[config.mk]
export PLATFORM = sky130hd
export DESIGN_NAME = vec_top
export DESIGN_NICKNAME = d
export VERILOG_FILES = /design/src/verilog/vec_pkg.sv /design/src/verilog/vec_axil_frontend.sv /design/src/verilog/vec_sequencer.sv /design/src/verilog/vec_lane.sv /design/src/verilog/vec_result_collect.sv /design/src/verilog/vec_top.sv
export VERILOG_INCLUDE_DIRS = /design/src
export SDC_FILE = /design/constraint.sdc
export NUM_CORES = 2
export LEC_CHECK = 0
export BUFFER_PORTS_ARGS = -buffer_cell sky130_fd_sc_hd__buf_2
export CORE_MARGIN = 2
export CORE_UTILIZATION = 40
export DETAILED_ROUTE_END_ITERATION = 16
export GPL_TIMING_DRIVEN = 0
export PLACE_DENSITY = 0.61
export SYNTH_ARGS = -nofsm -noshare
export SYNTH_HDL_FRONTEND = slang
export SYNTH_SLANG_ARGS = --single-unit
[constraint.sdc]
create_clock -name clk_i -period 15.35 [get_ports clk_i]
set_clock_uncertainty 0.05 [all_clocks]
set_input_delay 0.7675 -clock clk_i [delete_from_list [all_inputs] [get_ports clk_i]]
set_output_delay 0.7675 -clock clk_i [all_outputs]
set_load 0.1 [all_outputs]
[src/vec_cfg.svh]
`ifndef VEC_CFG_SVH
`define VEC_CFG_SVH

// Datapath geometry
`define VEC_NR_LANES 4
`define VEC_NR_VREGS 8
`define VEC_NR_LOOPS 4

// Execute cycles per operation inside a lane
`define VEC_LANE_LAT 3

// AXI4-Lite register map
`define VEC_ADDR_INSN   32'h0000_0000
`define VEC_ADDR_RESULT 32'h0000_0004
`define VEC_ADDR_STATUS 32'h0000_0008

`endif

[src/verilog/vec_pkg.sv]
package vec_pkg;

  // Vector opcodes, carried in bits 31:28 of the instruction word
  typedef enum logic [3:0] {
    VADD    = 4'd0,
    VSUB    = 4'd1,
    VAND    = 4'd2,
    VXOR    = 4'd3,
    VIDX    = 4'd4,
    VREDSUM = 4'd5,
    VMVXS   = 4'd6,
    VNOP    = 4'd7
  } vec_op_e;

  typedef enum logic {
    IDLE,
    WAIT_RES
  } seq_state_e;

  typedef logic [1:0]  loop_id_t;
  typedef logic [2:0]  vreg_idx_t;
  typedef logic [31:0] elem_t;

  // Ops that return a scalar to the host instead of writing vd
  function automatic logic is_scalar_op(vec_op_e op);
    return op inside {VREDSUM, VMVXS};
  endfunction

endpackage

[src/verilog/vec_axil_frontend.sv]
`timescale 1ns/1ps
`include "vec_cfg.svh"

module vec_axil_frontend import vec_pkg::*; (
  input  logic        clk_i,
  input  logic        rst_ni,
  input  logic        s_awvalid_i,
  output logic        s_awready_o,
  input  logic [31:0] s_awaddr_i,
  input  logic        s_wvalid_i,
  output logic        s_wready_o,
  input  logic [31:0] s_wdata_i,
  output logic        s_bvalid_o,
  input  logic        s_bready_i,
  output logic [1:0]  s_bresp_o,
  input  logic        s_arvalid_i,
  output logic        s_arready_o,
  input  logic [31:0] s_araddr_i,
  output logic        s_rvalid_o,
  input  logic        s_rready_i,
  output logic [31:0] s_rdata_o,
  output logic [1:0]  s_rresp_o,
  output logic        insn_valid_o,
  input  logic        insn_ready_i,
  output vec_op_e     insn_op_o,
  output vreg_idx_t   insn_vd_o,
  output vreg_idx_t   insn_vs1_o,
  output vreg_idx_t   insn_vs2_o,
  output logic [15:0] insn_imm_o,
  input  logic        commit_i,
  input  logic        scalar_valid_i,
  input  elem_t       scalar_i,
  input  logic        busy_i
);

  logic  pending_q;
  logic  sent_q;
  logic  wr_hs;
  logic  rd_hs;
  logic  insn_addr;
  elem_t result_q;

  // AW and W are taken together, only with nothing pending
  assign s_awready_o = s_awvalid_i && s_wvalid_i && !pending_q && !s_bvalid_o;
  assign s_wready_o  = s_awready_o;
  assign wr_hs       = s_awready_o;
  assign insn_addr   = s_awaddr_i == `VEC_ADDR_INSN;

  assign insn_valid_o = pending_q && !sent_q;

  assign s_arready_o = !s_rvalid_o;
  assign rd_hs       = s_arvalid_i && s_arready_o;

  always_ff @(posedge clk_i or negedge rst_ni) begin
    if (!rst_ni) begin
      pending_q  <= 1'b0;
      sent_q     <= 1'b0;
      s_bvalid_o <= 1'b0;
      s_rvalid_o <= 1'b0;
      result_q   <= '0;
    end else begin
      if (s_bvalid_o && s_bready_i) s_bvalid_o <= 1'b0;
      // A bad write address answers at once and issues nothing
      if (wr_hs && insn_addr) pending_q <= 1'b1;
      if (wr_hs && !insn_addr) s_bvalid_o <= 1'b1;
      if (insn_valid_o && insn_ready_i) sent_q <= 1'b1;
      if (commit_i) begin
        pending_q  <= 1'b0;
        sent_q     <= 1'b0;
        s_bvalid_o <= 1'b1;
      end
      if (commit_i && scalar_valid_i) result_q <= scalar_i;
      if (rd_hs) begin
        s_rvalid_o <= 1'b1;
      end else if (s_rready_i) begin
        s_rvalid_o <= 1'b0;
      end
    end
  end

  // Decoded instruction, response code and read data
  always_ff @(posedge clk_i) begin
    if (wr_hs) begin
      s_bresp_o <= insn_addr ? 2'b00 : 2'b10;
    end
    if (wr_hs && insn_addr) begin
      insn_op_o  <= vec_op_e'(s_wdata_i[31:28]);
      insn_vd_o  <= s_wdata_i[26:24];
      insn_vs1_o <= s_wdata_i[22:20];
      insn_vs2_o <= s_wdata_i[18:16];
      insn_imm_o <= s_wdata_i[15:0];
    end
    if (rd_hs) begin
      case (s_araddr_i)
        `VEC_ADDR_RESULT: begin
          s_rdata_o <= result_q;
          s_rresp_o <= 2'b00;
        end
        `VEC_ADDR_STATUS: begin
          s_rdata_o <= {30'd0, pending_q, busy_i};
          s_rresp_o <= 2'b00;
        end
        default: begin
          s_rdata_o <= '0;
          s_rresp_o <= 2'b10;
        end
      endcase
    end
  end

  // The sequencer may sample the decode late, so it must not move
  a_insn_stable: assert property (@(posedge clk_i) disable iff (!rst_ni)
    insn_valid_o && !insn_ready_i |=> insn_valid_o &&
      $stable({insn_op_o, insn_vd_o, insn_vs1_o, insn_vs2_o, insn_imm_o}));

endmodule

[src/verilog/vec_sequencer.sv]
`timescale 1ns/1ps
`include "vec_cfg.svh"

module vec_sequencer import vec_pkg::*; (
  input  logic                                  clk_i,
  input  logic                                  rst_ni,
  input  logic                                  insn_valid_i,
  output logic                                  insn_ready_o,
  input  vec_op_e                               insn_op_i,
  input  vreg_idx_t                             insn_vd_i,
  input  vreg_idx_t                             insn_vs1_i,
  input  vreg_idx_t                             insn_vs2_i,
  input  logic [15:0]                           insn_imm_i,
  output logic                                  commit_o,
  output logic                                  scalar_valid_o,
  output elem_t                                 scalar_o,
  output logic                                  busy_o,
  input  logic [`VEC_NR_LANES-1:0]              lane_ready_i,
  input  logic [`VEC_NR_LANES-1:0]              lane_done_i,
  input  loop_id_t [`VEC_NR_LANES-1:0]          lane_done_id_i,
  input  logic                                  sum_valid_i,
  input  elem_t                                 sum_i,
  output logic                                  issue_valid_o,
  output vec_op_e                               issue_op_o,
  output loop_id_t                              issue_id_o,
  output vreg_idx_t                             issue_vd_o,
  output vreg_idx_t                             issue_vs1_o,
  output vreg_idx_t                             issue_vs2_o,
  output logic [15:0]                           issue_imm_o,
  output logic [`VEC_NR_LOOPS-1:0]              issue_hzd_o,
  output logic [`VEC_NR_LOOPS-1:0]              loop_running_o
);

  seq_state_e state_q;

  // Running bit per lane and per loop ID
  logic [`VEC_NR_LANES-1:0][`VEC_NR_LOOPS-1:0] lane_run_q;
  logic [`VEC_NR_LOOPS-1:0] loop_running;
  logic                     loops_full;
  loop_id_t                 next_id;

  // Last reader and last writer of every vector register
  logic [`VEC_NR_VREGS-1:0] rd_vld_q;
  logic [`VEC_NR_VREGS-1:0] wr_vld_q;
  logic [`VEC_NR_VREGS-1:0] rd_live;
  logic [`VEC_NR_VREGS-1:0] wr_live;
  loop_id_t                 rd_id_q [`VEC_NR_VREGS];
  loop_id_t                 wr_id_q [`VEC_NR_VREGS];

  logic [`VEC_NR_LOOPS-1:0] hzd;
  logic                     use_vs1;
  logic                     use_vs2;
  logic                     wr_vd;
  logic                     xfer;

  always_comb begin
    loop_running = '0;
    for (int l = 0; l < `VEC_NR_LANES; l++) begin
      loop_running |= lane_run_q[l];
    end
  end

  assign loop_running_o = loop_running;
  assign loops_full     = &loop_running;
  assign busy_o         = |loop_running || state_q == WAIT_RES;

  // Lowest free loop ID
  always_comb begin
    next_id = '0;
    for (int i = `VEC_NR_LOOPS - 1; i >= 0; i--) begin
      if (!loop_running[i]) next_id = loop_id_t'(i);
    end
  end

  assign insn_ready_o = state_q == IDLE && &lane_ready_i && !loops_full;
  assign xfer         = insn_valid_i && insn_ready_o;

  // List entries die with their loop
  always_comb begin
    for (int r = 0; r < `VEC_NR_VREGS; r++) begin
      rd_live[r] = rd_vld_q[r] && loop_running[rd_id_q[r]];
      wr_live[r] = wr_vld_q[r] && loop_running[wr_id_q[r]];
    end
  end

  always_comb begin
    use_vs1 = insn_op_i inside {VADD, VSUB, VAND, VXOR, VREDSUM, VMVXS};
    use_vs2 = insn_op_i inside {VADD, VSUB, VAND, VXOR};
    wr_vd   = insn_op_i inside {VADD, VSUB, VAND, VXOR, VIDX};
    hzd     = '0;
    // RAW
    if (use_vs1 && wr_live[insn_vs1_i]) hzd[wr_id_q[insn_vs1_i]] = 1'b1;
    if (use_vs2 && wr_live[insn_vs2_i]) hzd[wr_id_q[insn_vs2_i]] = 1'b1;
    // WAR and WAW
    if (wr_vd && rd_live[insn_vd_i]) hzd[rd_id_q[insn_vd_i]] = 1'b1;
    if (wr_vd && wr_live[insn_vd_i]) hzd[wr_id_q[insn_vd_i]] = 1'b1;
    hzd[next_id] = 1'b0;
  end

  always_ff @(posedge clk_i or negedge rst_ni) begin
    if (!rst_ni) begin
      state_q        <= IDLE;
      lane_run_q     <= '0;
      rd_vld_q       <= '0;
      wr_vld_q       <= '0;
      issue_valid_o  <= 1'b0;
      commit_o       <= 1'b0;
      scalar_valid_o <= 1'b0;
    end else begin
      issue_valid_o  <= xfer;
      commit_o       <= 1'b0;
      scalar_valid_o <= 1'b0;
      rd_vld_q       <= rd_live;
      wr_vld_q       <= wr_live;
      for (int l = 0; l < `VEC_NR_LANES; l++) begin
        if (lane_done_i[l]) lane_run_q[l][lane_done_id_i[l]] <= 1'b0;
      end
      if (xfer) begin
        for (int l = 0; l < `VEC_NR_LANES; l++) begin
          lane_run_q[l][next_id] <= 1'b1;
        end
        if (use_vs1) rd_vld_q[insn_vs1_i] <= 1'b1;
        if (use_vs2) rd_vld_q[insn_vs2_i] <= 1'b1;
        if (wr_vd) wr_vld_q[insn_vd_i] <= 1'b1;
        // Scalar ops hold the host until the lanes report back
        if (is_scalar_op(insn_op_i)) begin
          state_q <= WAIT_RES;
        end else begin
          commit_o <= 1'b1;
        end
      end
      if (state_q == WAIT_RES && sum_valid_i) begin
        state_q        <= IDLE;
        commit_o       <= 1'b1;
        scalar_valid_o <= 1'b1;
      end
    end
  end

  always_ff @(posedge clk_i) begin
    if (xfer) begin
      issue_op_o  <= insn_op_i;
      issue_id_o  <= next_id;
      issue_vd_o  <= insn_vd_i;
      issue_vs1_o <= insn_vs1_i;
      issue_vs2_o <= insn_vs2_i;
      issue_imm_o <= insn_imm_i;
      issue_hzd_o <= hzd;
      if (use_vs1) rd_id_q[insn_vs1_i] <= next_id;
      if (use_vs2) rd_id_q[insn_vs2_i] <= next_id;
      if (wr_vd) wr_id_q[insn_vd_i] <= next_id;
    end
    if (sum_valid_i) scalar_o <= sum_i;
  end

  // A new loop always takes an ID that no lane still runs
  a_alloc_free_id: assert property (@(posedge clk_i) disable iff (!rst_ni)
    xfer |-> !loop_running[next_id]);

endmodule

[src/verilog/vec_lane.sv]
`timescale 1ns/1ps
`include "vec_cfg.svh"

module vec_lane import vec_pkg::*; #(
  parameter int LANE_IDX = 0
) (
  input  logic                     clk_i,
  input  logic                     rst_ni,
  input  logic                     issue_valid_i,
  input  vec_op_e                  issue_op_i,
  input  loop_id_t                 issue_id_i,
  input  vreg_idx_t                issue_vd_i,
  input  vreg_idx_t                issue_vs1_i,
  input  vreg_idx_t                issue_vs2_i,
  input  logic [15:0]              issue_imm_i,
  input  logic [`VEC_NR_LOOPS-1:0] issue_hzd_i,
  input  logic [`VEC_NR_LOOPS-1:0] loop_running_i,
  output logic                     ready_o,
  output logic                     done_o,
  output loop_id_t                 done_id_o,
  output logic                     res_valid_o,
  output elem_t                    res_data_o
);

  localparam int LatW = $clog2(`VEC_LANE_LAT + 1);

  // This lane's element of every vector register
  elem_t vrf_q [`VEC_NR_VREGS];

  // Two-entry operation queue
  vec_op_e                  q_op  [2];
  loop_id_t                 q_id  [2];
  vreg_idx_t                q_vd  [2];
  vreg_idx_t                q_vs1 [2];
  vreg_idx_t                q_vs2 [2];
  logic [15:0]              q_imm [2];
  logic [`VEC_NR_LOOPS-1:0] q_hzd [2];
  logic [1:0]               cnt_q;
  logic                     rd_ptr_q;
  logic                     wr_ptr_q;

  logic            busy_q;
  logic [LatW-1:0] lat_q;
  logic            start;
  logic            wr_en;
  vec_op_e         head_op;
  logic [15:0]     head_imm;
  elem_t           op_a;
  elem_t           op_b;
  elem_t           result;

  assign ready_o  = cnt_q != 2'd2;
  assign head_op  = q_op[rd_ptr_q];
  assign head_imm = q_imm[rd_ptr_q];
  assign op_a     = vrf_q[q_vs1[rd_ptr_q]];
  assign op_b     = vrf_q[q_vs2[rd_ptr_q]];

  // Head starts once none of its hazard loops is running
  assign start     = !busy_q && cnt_q != 2'd0 && (q_hzd[rd_ptr_q] & loop_running_i) == '0;
  assign done_o    = busy_q && lat_q == '0;
  assign done_id_o = q_id[rd_ptr_q];

  always_comb begin
    case (head_op)
      VADD:    result = op_a + op_b;
      VSUB:    result = op_a - op_b;
      VAND:    result = op_a & op_b;
      VXOR:    result = op_a ^ op_b;
      VIDX:    result = {{16{head_imm[15]}}, head_imm} + 32'(LANE_IDX);
      VREDSUM: result = op_a;
      // Only the addressed lane contributes its element
      VMVXS:   result = (head_imm == 16'(LANE_IDX)) ? op_a : '0;
      default: result = '0;
    endcase
  end

  assign wr_en       = head_op inside {VADD, VSUB, VAND, VXOR, VIDX};
  assign res_valid_o = done_o && is_scalar_op(head_op);
  assign res_data_o  = result;

  always_ff @(posedge clk_i or negedge rst_ni) begin
    if (!rst_ni) begin
      cnt_q    <= '0;
      rd_ptr_q <= 1'b0;
      wr_ptr_q <= 1'b0;
      busy_q   <= 1'b0;
      lat_q    <= '0;
    end else begin
      cnt_q <= cnt_q + 2'(issue_valid_i) - 2'(done_o);
      if (issue_valid_i) wr_ptr_q <= ~wr_ptr_q;
      if (done_o) begin
        rd_ptr_q <= ~rd_ptr_q;
        busy_q   <= 1'b0;
      end
      if (start) begin
        busy_q <= 1'b1;
        lat_q  <= LatW'(`VEC_LANE_LAT - 1);
      end else if (busy_q && lat_q != '0) begin
        lat_q <= lat_q - LatW'(1);
      end
    end
  end

  always_ff @(posedge clk_i) begin
    // Finished loops drop out so a reused ID never stalls an older entry
    for (int i = 0; i < 2; i++) begin
      q_hzd[i] <= q_hzd[i] & loop_running_i;
    end
    if (issue_valid_i) begin
      q_op[wr_ptr_q]  <= issue_op_i;
      q_id[wr_ptr_q]  <= issue_id_i;
      q_vd[wr_ptr_q]  <= issue_vd_i;
      q_vs1[wr_ptr_q] <= issue_vs1_i;
      q_vs2[wr_ptr_q] <= issue_vs2_i;
      q_imm[wr_ptr_q] <= issue_imm_i;
      q_hzd[wr_ptr_q] <= issue_hzd_i & loop_running_i;
    end
    if (done_o && wr_en) vrf_q[q_vd[rd_ptr_q]] <= result;
  end

  a_no_push_when_full: assert property (@(posedge clk_i) disable iff (!rst_ni)
    issue_valid_i |-> cnt_q != 2'd2);

endmodule

[src/verilog/vec_result_collect.sv]
`timescale 1ns/1ps
`include "vec_cfg.svh"

module vec_result_collect import vec_pkg::*; (
  input  logic                            clk_i,
  input  logic                            rst_ni,
  input  logic [`VEC_NR_LANES-1:0]        res_valid_i,
  input  elem_t [`VEC_NR_LANES-1:0]       res_data_i,
  output logic                            sum_valid_o,
  output elem_t                           sum_o
);

  logic [`VEC_NR_LANES-1:0] seen_q;
  logic [`VEC_NR_LANES-1:0] seen_d;
  elem_t                    acc_q;
  elem_t                    acc_d;

  // Lanes may finish the same loop in different cycles
  always_comb begin
    acc_d  = acc_q;
    seen_d = seen_q | res_valid_i;
    for (int l = 0; l < `VEC_NR_LANES; l++) begin
      if (res_valid_i[l]) acc_d = acc_d + res_data_i[l];
    end
  end

  always_ff @(posedge clk_i or negedge rst_ni) begin
    if (!rst_ni) begin
      seen_q      <= '0;
      acc_q       <= '0;
      sum_valid_o <= 1'b0;
    end else begin
      sum_valid_o <= &seen_d;
      if (&seen_d) begin
        seen_q <= '0;
        acc_q  <= '0;
      end else begin
        seen_q <= seen_d;
        acc_q  <= acc_d;
      end
    end
  end

  always_ff @(posedge clk_i) begin
    if (&seen_d) sum_o <= acc_d;
  end

endmodule

[src/verilog/vec_top.sv]
`timescale 1ns/1ps
`include "vec_cfg.svh"

module vec_top import vec_pkg::*; (
  input  logic        clk_i,
  input  logic        rst_ni,
  input  logic        s_awvalid_i,
  output logic        s_awready_o,
  input  logic [31:0] s_awaddr_i,
  input  logic        s_wvalid_i,
  output logic        s_wready_o,
  input  logic [31:0] s_wdata_i,
  output logic        s_bvalid_o,
  input  logic        s_bready_i,
  output logic [1:0]  s_bresp_o,
  input  logic        s_arvalid_i,
  output logic        s_arready_o,
  input  logic [31:0] s_araddr_i,
  output logic        s_rvalid_o,
  input  logic        s_rready_i,
  output logic [31:0] s_rdata_o,
  output logic [1:0]  s_rresp_o
);

  // Frontend to sequencer
  logic        insn_valid;
  logic        insn_ready;
  vec_op_e     insn_op;
  vreg_idx_t   insn_vd;
  vreg_idx_t   insn_vs1;
  vreg_idx_t   insn_vs2;
  logic [15:0] insn_imm;
  logic        commit;
  logic        scalar_valid;
  elem_t       scalar;
  logic        busy;

  // Sequencer broadcast to the lanes
  logic                     issue_valid;
  vec_op_e                  issue_op;
  loop_id_t                 issue_id;
  vreg_idx_t                issue_vd;
  vreg_idx_t                issue_vs1;
  vreg_idx_t                issue_vs2;
  logic [15:0]              issue_imm;
  logic [`VEC_NR_LOOPS-1:0] issue_hzd;
  logic [`VEC_NR_LOOPS-1:0] loop_running;

  // Per-lane returns
  logic [`VEC_NR_LANES-1:0]     lane_ready;
  logic [`VEC_NR_LANES-1:0]     lane_done;
  loop_id_t [`VEC_NR_LANES-1:0] lane_done_id;
  logic [`VEC_NR_LANES-1:0]     res_valid;
  elem_t [`VEC_NR_LANES-1:0]    res_data;
  logic                         sum_valid;
  elem_t                        sum;

  vec_axil_frontend u_frontend (
    .clk_i, .rst_ni,
    .s_awvalid_i, .s_awready_o, .s_awaddr_i,
    .s_wvalid_i, .s_wready_o, .s_wdata_i,
    .s_bvalid_o, .s_bready_i, .s_bresp_o,
    .s_arvalid_i, .s_arready_o, .s_araddr_i,
    .s_rvalid_o, .s_rready_i, .s_rdata_o, .s_rresp_o,
    .insn_valid_o   (insn_valid),
    .insn_ready_i   (insn_ready),
    .insn_op_o      (insn_op),
    .insn_vd_o      (insn_vd),
    .insn_vs1_o     (insn_vs1),
    .insn_vs2_o     (insn_vs2),
    .insn_imm_o     (insn_imm),
    .commit_i       (commit),
    .scalar_valid_i (scalar_valid),
    .scalar_i       (scalar),
    .busy_i         (busy)
  );

  vec_sequencer u_sequencer (
    .clk_i, .rst_ni,
    .insn_valid_i   (insn_valid),
    .insn_ready_o   (insn_ready),
    .insn_op_i      (insn_op),
    .insn_vd_i      (insn_vd),
    .insn_vs1_i     (insn_vs1),
    .insn_vs2_i     (insn_vs2),
    .insn_imm_i     (insn_imm),
    .commit_o       (commit),
    .scalar_valid_o (scalar_valid),
    .scalar_o       (scalar),
    .busy_o         (busy),
    .lane_ready_i   (lane_ready),
    .lane_done_i    (lane_done),
    .lane_done_id_i (lane_done_id),
    .sum_valid_i    (sum_valid),
    .sum_i          (sum),
    .issue_valid_o  (issue_valid),
    .issue_op_o     (issue_op),
    .issue_id_o     (issue_id),
    .issue_vd_o     (issue_vd),
    .issue_vs1_o    (issue_vs1),
    .issue_vs2_o    (issue_vs2),
    .issue_imm_o    (issue_imm),
    .issue_hzd_o    (issue_hzd),
    .loop_running_o (loop_running)
  );

  for (genvar i = 0; i < `VEC_NR_LANES; i++) begin : g_lane
    vec_lane #(
      .LANE_IDX(i)
    ) u_lane (
      .clk_i, .rst_ni,
      .issue_valid_i  (issue_valid),
      .issue_op_i     (issue_op),
      .issue_id_i     (issue_id),
      .issue_vd_i     (issue_vd),
      .issue_vs1_i    (issue_vs1),
      .issue_vs2_i    (issue_vs2),
      .issue_imm_i    (issue_imm),
      .issue_hzd_i    (issue_hzd),
      .loop_running_i (loop_running),
      .ready_o        (lane_ready[i]),
      .done_o         (lane_done[i]),
      .done_id_o      (lane_done_id[i]),
      .res_valid_o    (res_valid[i]),
      .res_data_o     (res_data[i])
    );
  end

  vec_result_collect u_collect (
    .clk_i, .rst_ni,
    .res_valid_i (res_valid),
    .res_data_i  (res_data),
    .sum_valid_o (sum_valid),
    .sum_o       (sum)
  );

endmodule

==> results.yml <==
run_status:
  result_of_the_run: "finished, violations left"
  violations: "capacitance limit, slew limit"
drt:
  tritonroute_pass_1_iters: 10
  detailedRoute.firstIterationViolations: 11100
  route.vias.total: 79200
  drtAntennaViolNets: 0
  detail_route.wl_per_cell_um: 30.5
  post-route-drc-count: 0
  postRouteWirelength_um: 376000
  route.detailed.vias_per_inst: 6.41
floorplan:
  initial_utilization: 0.403
  die-width_um: 499
  fp.dieArea_um2: 249000
  core_area_um2: 244000
  pin_count: 144
  fp.dieH_um: 499
  floorplan.rows: 181
timing:
  fmax_mhz: 66.6
  finalSetupViolations: 0
  final.period_utilization: 0.979
  timing_hold_violations_final: 0
  slew_viol_final: 26
  final.min_clock_period_ns: 15.02
  timing_worst_slew_pin_value_ns: 1.59
  maxSlewHeadroom: -0.0679
setup_path:
  critical_path_class: "reg -> reg"
  cp.required_ns: 15.92
  ff2ff_path_depth: 46
  cpPeakStageDelay_ns: 1.01
  critical_path.reg2reg.endpoint: "u_collect.sum_o[31]"
  crit_path_max_fanout: 10
  timing.rr.start: "g_lane[0].u_lane.q_vs2[1][0]"
  critical-path-top-cell-by-count: "ha_1"
  ff2ff_setup_slack_ns: 0.33
  worst_setup_path_start_kind: "flop"
  data_arrival_time_of_the_critical_path_ns: 15.59
  crit_path_end_kind: "flop"
  crit_slowest_cell: "a2111oi_0"
grt:
  grt_use_total: 0.291
  met1_resource_use_gr: 0.380
  initial_antenna_violation_count: 18
  top_usage_layer: "met2"
  wire_length_of_the_first_global_routing_pass_um: 531000
  globalRouteMet2Util: 0.446
  overflow: 0
  grt_start_max_net_pins: 84
  vias_in_the_first_global_route: 75600
  global_route.usage.met3: 0.0661
clock_tree:
  tritoncts.num_buffers: 181
  h-tree-depth: 4
  clk_latency_ns: 0.89
  ctsRootBufferMaster: "clkbuf_16"
  cts.path.max_buffers: 3
  clock_sink_count: 1644
  cts_tree: "yes"
  clock_slew_at_the_register_clock_pins_of_the_worst_setup_and_hold_paths_ns: 0.06
yosys:
  synth_simple_gate_area_frac: 0.108
  synth-seq-area-share: 0.492
  synth_cells: 8574
  synth.avg_cell_area_um2: 11.4
  count_of_cell_types_in_the_netlist: 109
  yosys_register_bits: 1644
  synth_top_family_by_area: "compound AO/OA/AOI/OAI gates"
  synth-warning-count: 0
  synthXorXnorAreaFrac: 0.0327
  synth-edff-count: 1466
  synth_adder_area_share: 0.0522
  synth_compound_area_frac: 0.157
  postSynth.asyncResetShare: 0.0833
  ys_dominant_reg_cell: "edfxtp_1"
  synth.mux.area_fraction: 0.125
  syn-cell-area_um2: 98200
cells_and_area:
  area.sequential_um2: 48300
  most_frequent_cells_in_the_layout: "edfxtp_1, nand2_1, a21oi_1"
  core_occupancy_in_the_finished_layout: 0.456
  final.fill_count: 22100
  syn2layout_area_growth_pct: 13.2
  final_nets: 9505
  multi_input_comb_area_um2: 47200
  drive_gt1_frac: 0.149
  layout.cells.most_common: "edfxtp_1"
placed_design:
  dp_hpwl_um: 275000
  total_of_buffers_placed_on_input_and_output_ports: 138
  finalWeightedCongestion: 0.978
worst_hold_path:
  holdCritPathClass: "in -> reg"
  whs_path_depth: 1
  min_from: "s_wdata_i[26]"
  hold_path_end: "u_frontend.insn_vd_o[2]"
run:
  cap_violations: 3
pwr:
  power_leakage_nw: 40.5
  total_power_mw: 9.80
  vdd_ir_drop_max_uv: 91.8
  cellPowerDensity_nw_per_um2: 88.2
[worst max-delay path, delay by kind of cell (launching register included)]
family | cells | cell delay [ns]
XOR/XNOR | 5 | 1.07
AND/OR/NAND/NOR | 6 | 2.01
flip-flops | 1 | 0.32
adder cells (fa/ha/maj) | 4 | 1.48
buffers and inverters | 7 | 1.76
multiplexers | 2 | 0.90
AO/OA/AOI/OAI | 22 | 7.14
[Yosys cell counts, types with 23 or more instances]
library cell	number	area, µm²
edfxtp_1	1466	44000
nand2_1	883	3310
a21oi_1	583	2920
nor2_1	500	1880
ha_1	397	4970
o21ai_0	387	1940
mux4_2	306	6890
mux2i_1	287	2870
inv_1	286	1070
clkbuf_1	277	1040
xnor2_1	240	2100
mux2_2	203	2290
nor2b_1	164	1030
nand3_1	163	816
a211oi_1	150	1130
dfrtp_1	137	3430
buf_2	129	646
xor2_1	124	1090
nand2b_1	119	744
a21o_1	105	788
o22ai_1	94	588
nor3_1	93	465
a221oi_1	92	806
a21boi_0	91	683
and2_1	87	544
a31oi_1	66	413
a221o_1	58	581
o211ai_1	58	435
o31ai_1	54	405
a222oi_1	53	531
nor4_1	50	313
a22oi_1	48	360
a32oi_1	47	412
o221ai_1	47	412
buf_1	46	173
o21a_1	45	338
and3_1	42	263
dfxtp_1	41	821
o21bai_1	40	300
o21ai_1	38	190
or3_1	37	231
nand4_1	33	206
a22o_1	27	236
a211o_1	23	201
[final cells by class]
type / instances / area share
Clock inverter: 102 / 0.0118
Inverter: 297 / 0.0100
Antenna cell: 5 / 0.000113
Buffer: 485 / 0.0200
Clock buffer: 235 / 0.0435
Timing Repair Buffer: 241 / 0.0197
Tap cell: 3202 / 0.0361
Multi-Input combinational cell: 6147 / 0.424
Sequential cell: 1644 / 0.434
[worst max-delay path by stage]
| stage | startpoint | slack, ns | to | cells after the start |
|---|---|---|---|---|
| after global routing | g_lane[1].u_lane.rd_ptr_q | -0.06 | u_collect.sum_o[31] | 54 |
| after floorplan | g_lane[0].u_lane.rd_ptr_q | 3.19 | u_collect.sum_o[31] | 66 |
| after detailed placement | g_lane[0].u_lane.rd_ptr_q | -1.54 | u_collect.sum_o[31] | 68 |
| after global placement | g_lane[0].u_lane.rd_ptr_q | -1.50 | u_collect.sum_o[31] | 68 |
| final | g_lane[0].u_lane.q_vs2[1][0] | 0.33 | u_collect.sum_o[31] | 46 |
| after CTS | g_lane[0].u_lane.rd_ptr_q | 0.04 | u_collect.sum_o[31] | 67 |
[where the power goes]
part           switching (mW)  total [mW]  internal [mW]
clock network            1.96        4.51           2.55
registers              0.0212        4.85           4.83
logic                   0.294       0.442          0.148
total                    2.28        9.80           7.53
[metal layers]
layer | routed length (µm) | vias to the layer above
met1 | 144000 | 39100
li1 | - | 33900
met2 | 166000 | 5169
met5 | 63 | -
met3 | 42400 | 1011
met4 | 24300 | 8
[flip-flops by register name (all words and copies together) (netlist names), 16 cells and up, named ones only]
name,count
g_lane.u_lane.q_vs2,24
u_sequencer.issue_imm_o,16
u_sequencer.rd_id_q,16
g_lane.u_lane.q_vd,24
u_frontend.insn_imm_o,16
u_frontend.result_q,32
u_frontend.s_rdata_o,32
g_lane.u_lane.q_op,32
g_lane.u_lane.q_imm,128
u_sequencer.lane_run_q,16
u_collect.acc_q,32
g_lane.u_lane.vrf_q,1024
u_collect.sum_o,32
u_sequencer.scalar_o,32
g_lane.u_lane.q_id,16
u_sequencer.wr_id_q,16
g_lane.u_lane.q_vs1,24
g_lane.u_lane.q_hzd,32
[timing repair]
action	4_1_cts	5_1_grt
setup endpoints to repair	17	14
buffers inserted	2	2
hold endpoints to repair	75	0
hold buffers	22	0
pin swaps	1	1
gates resized for setup	27	85
[kinds of logic (layout without fill, tap and decap cells)]
family          Yosys count  in the layout
buf+inv                 784           1360
fa+ha+maj               405            405
other cells               1              7
flops                  1644           1644
xor+xnor                365            365
compound gates         2289           2289
mux                     810            810
simple gates           2276           2276
[metrics by stage]
step / TNS, ns / setup slack [ns] / cells / hold slack, ns / instance area, µm²
floorplan: 0 / 3.19 / 8575 / 0.350 / 98200
global placement: -11.18 / -1.50 / 11900 / 0.355 / 103000
detailed placement: -11.38 / -1.54 / 12000 / 0.355 / 104000
CTS: 0 / 0.0361 / 12300 / 0.0862 / 111000
global route: -0.0789 / -0.0647 / 12400 / 0.111 / 111000
finish: 0 / 0.327 / 12400 / 0.149 / 111000
Power figures use the tool's default switching activity.
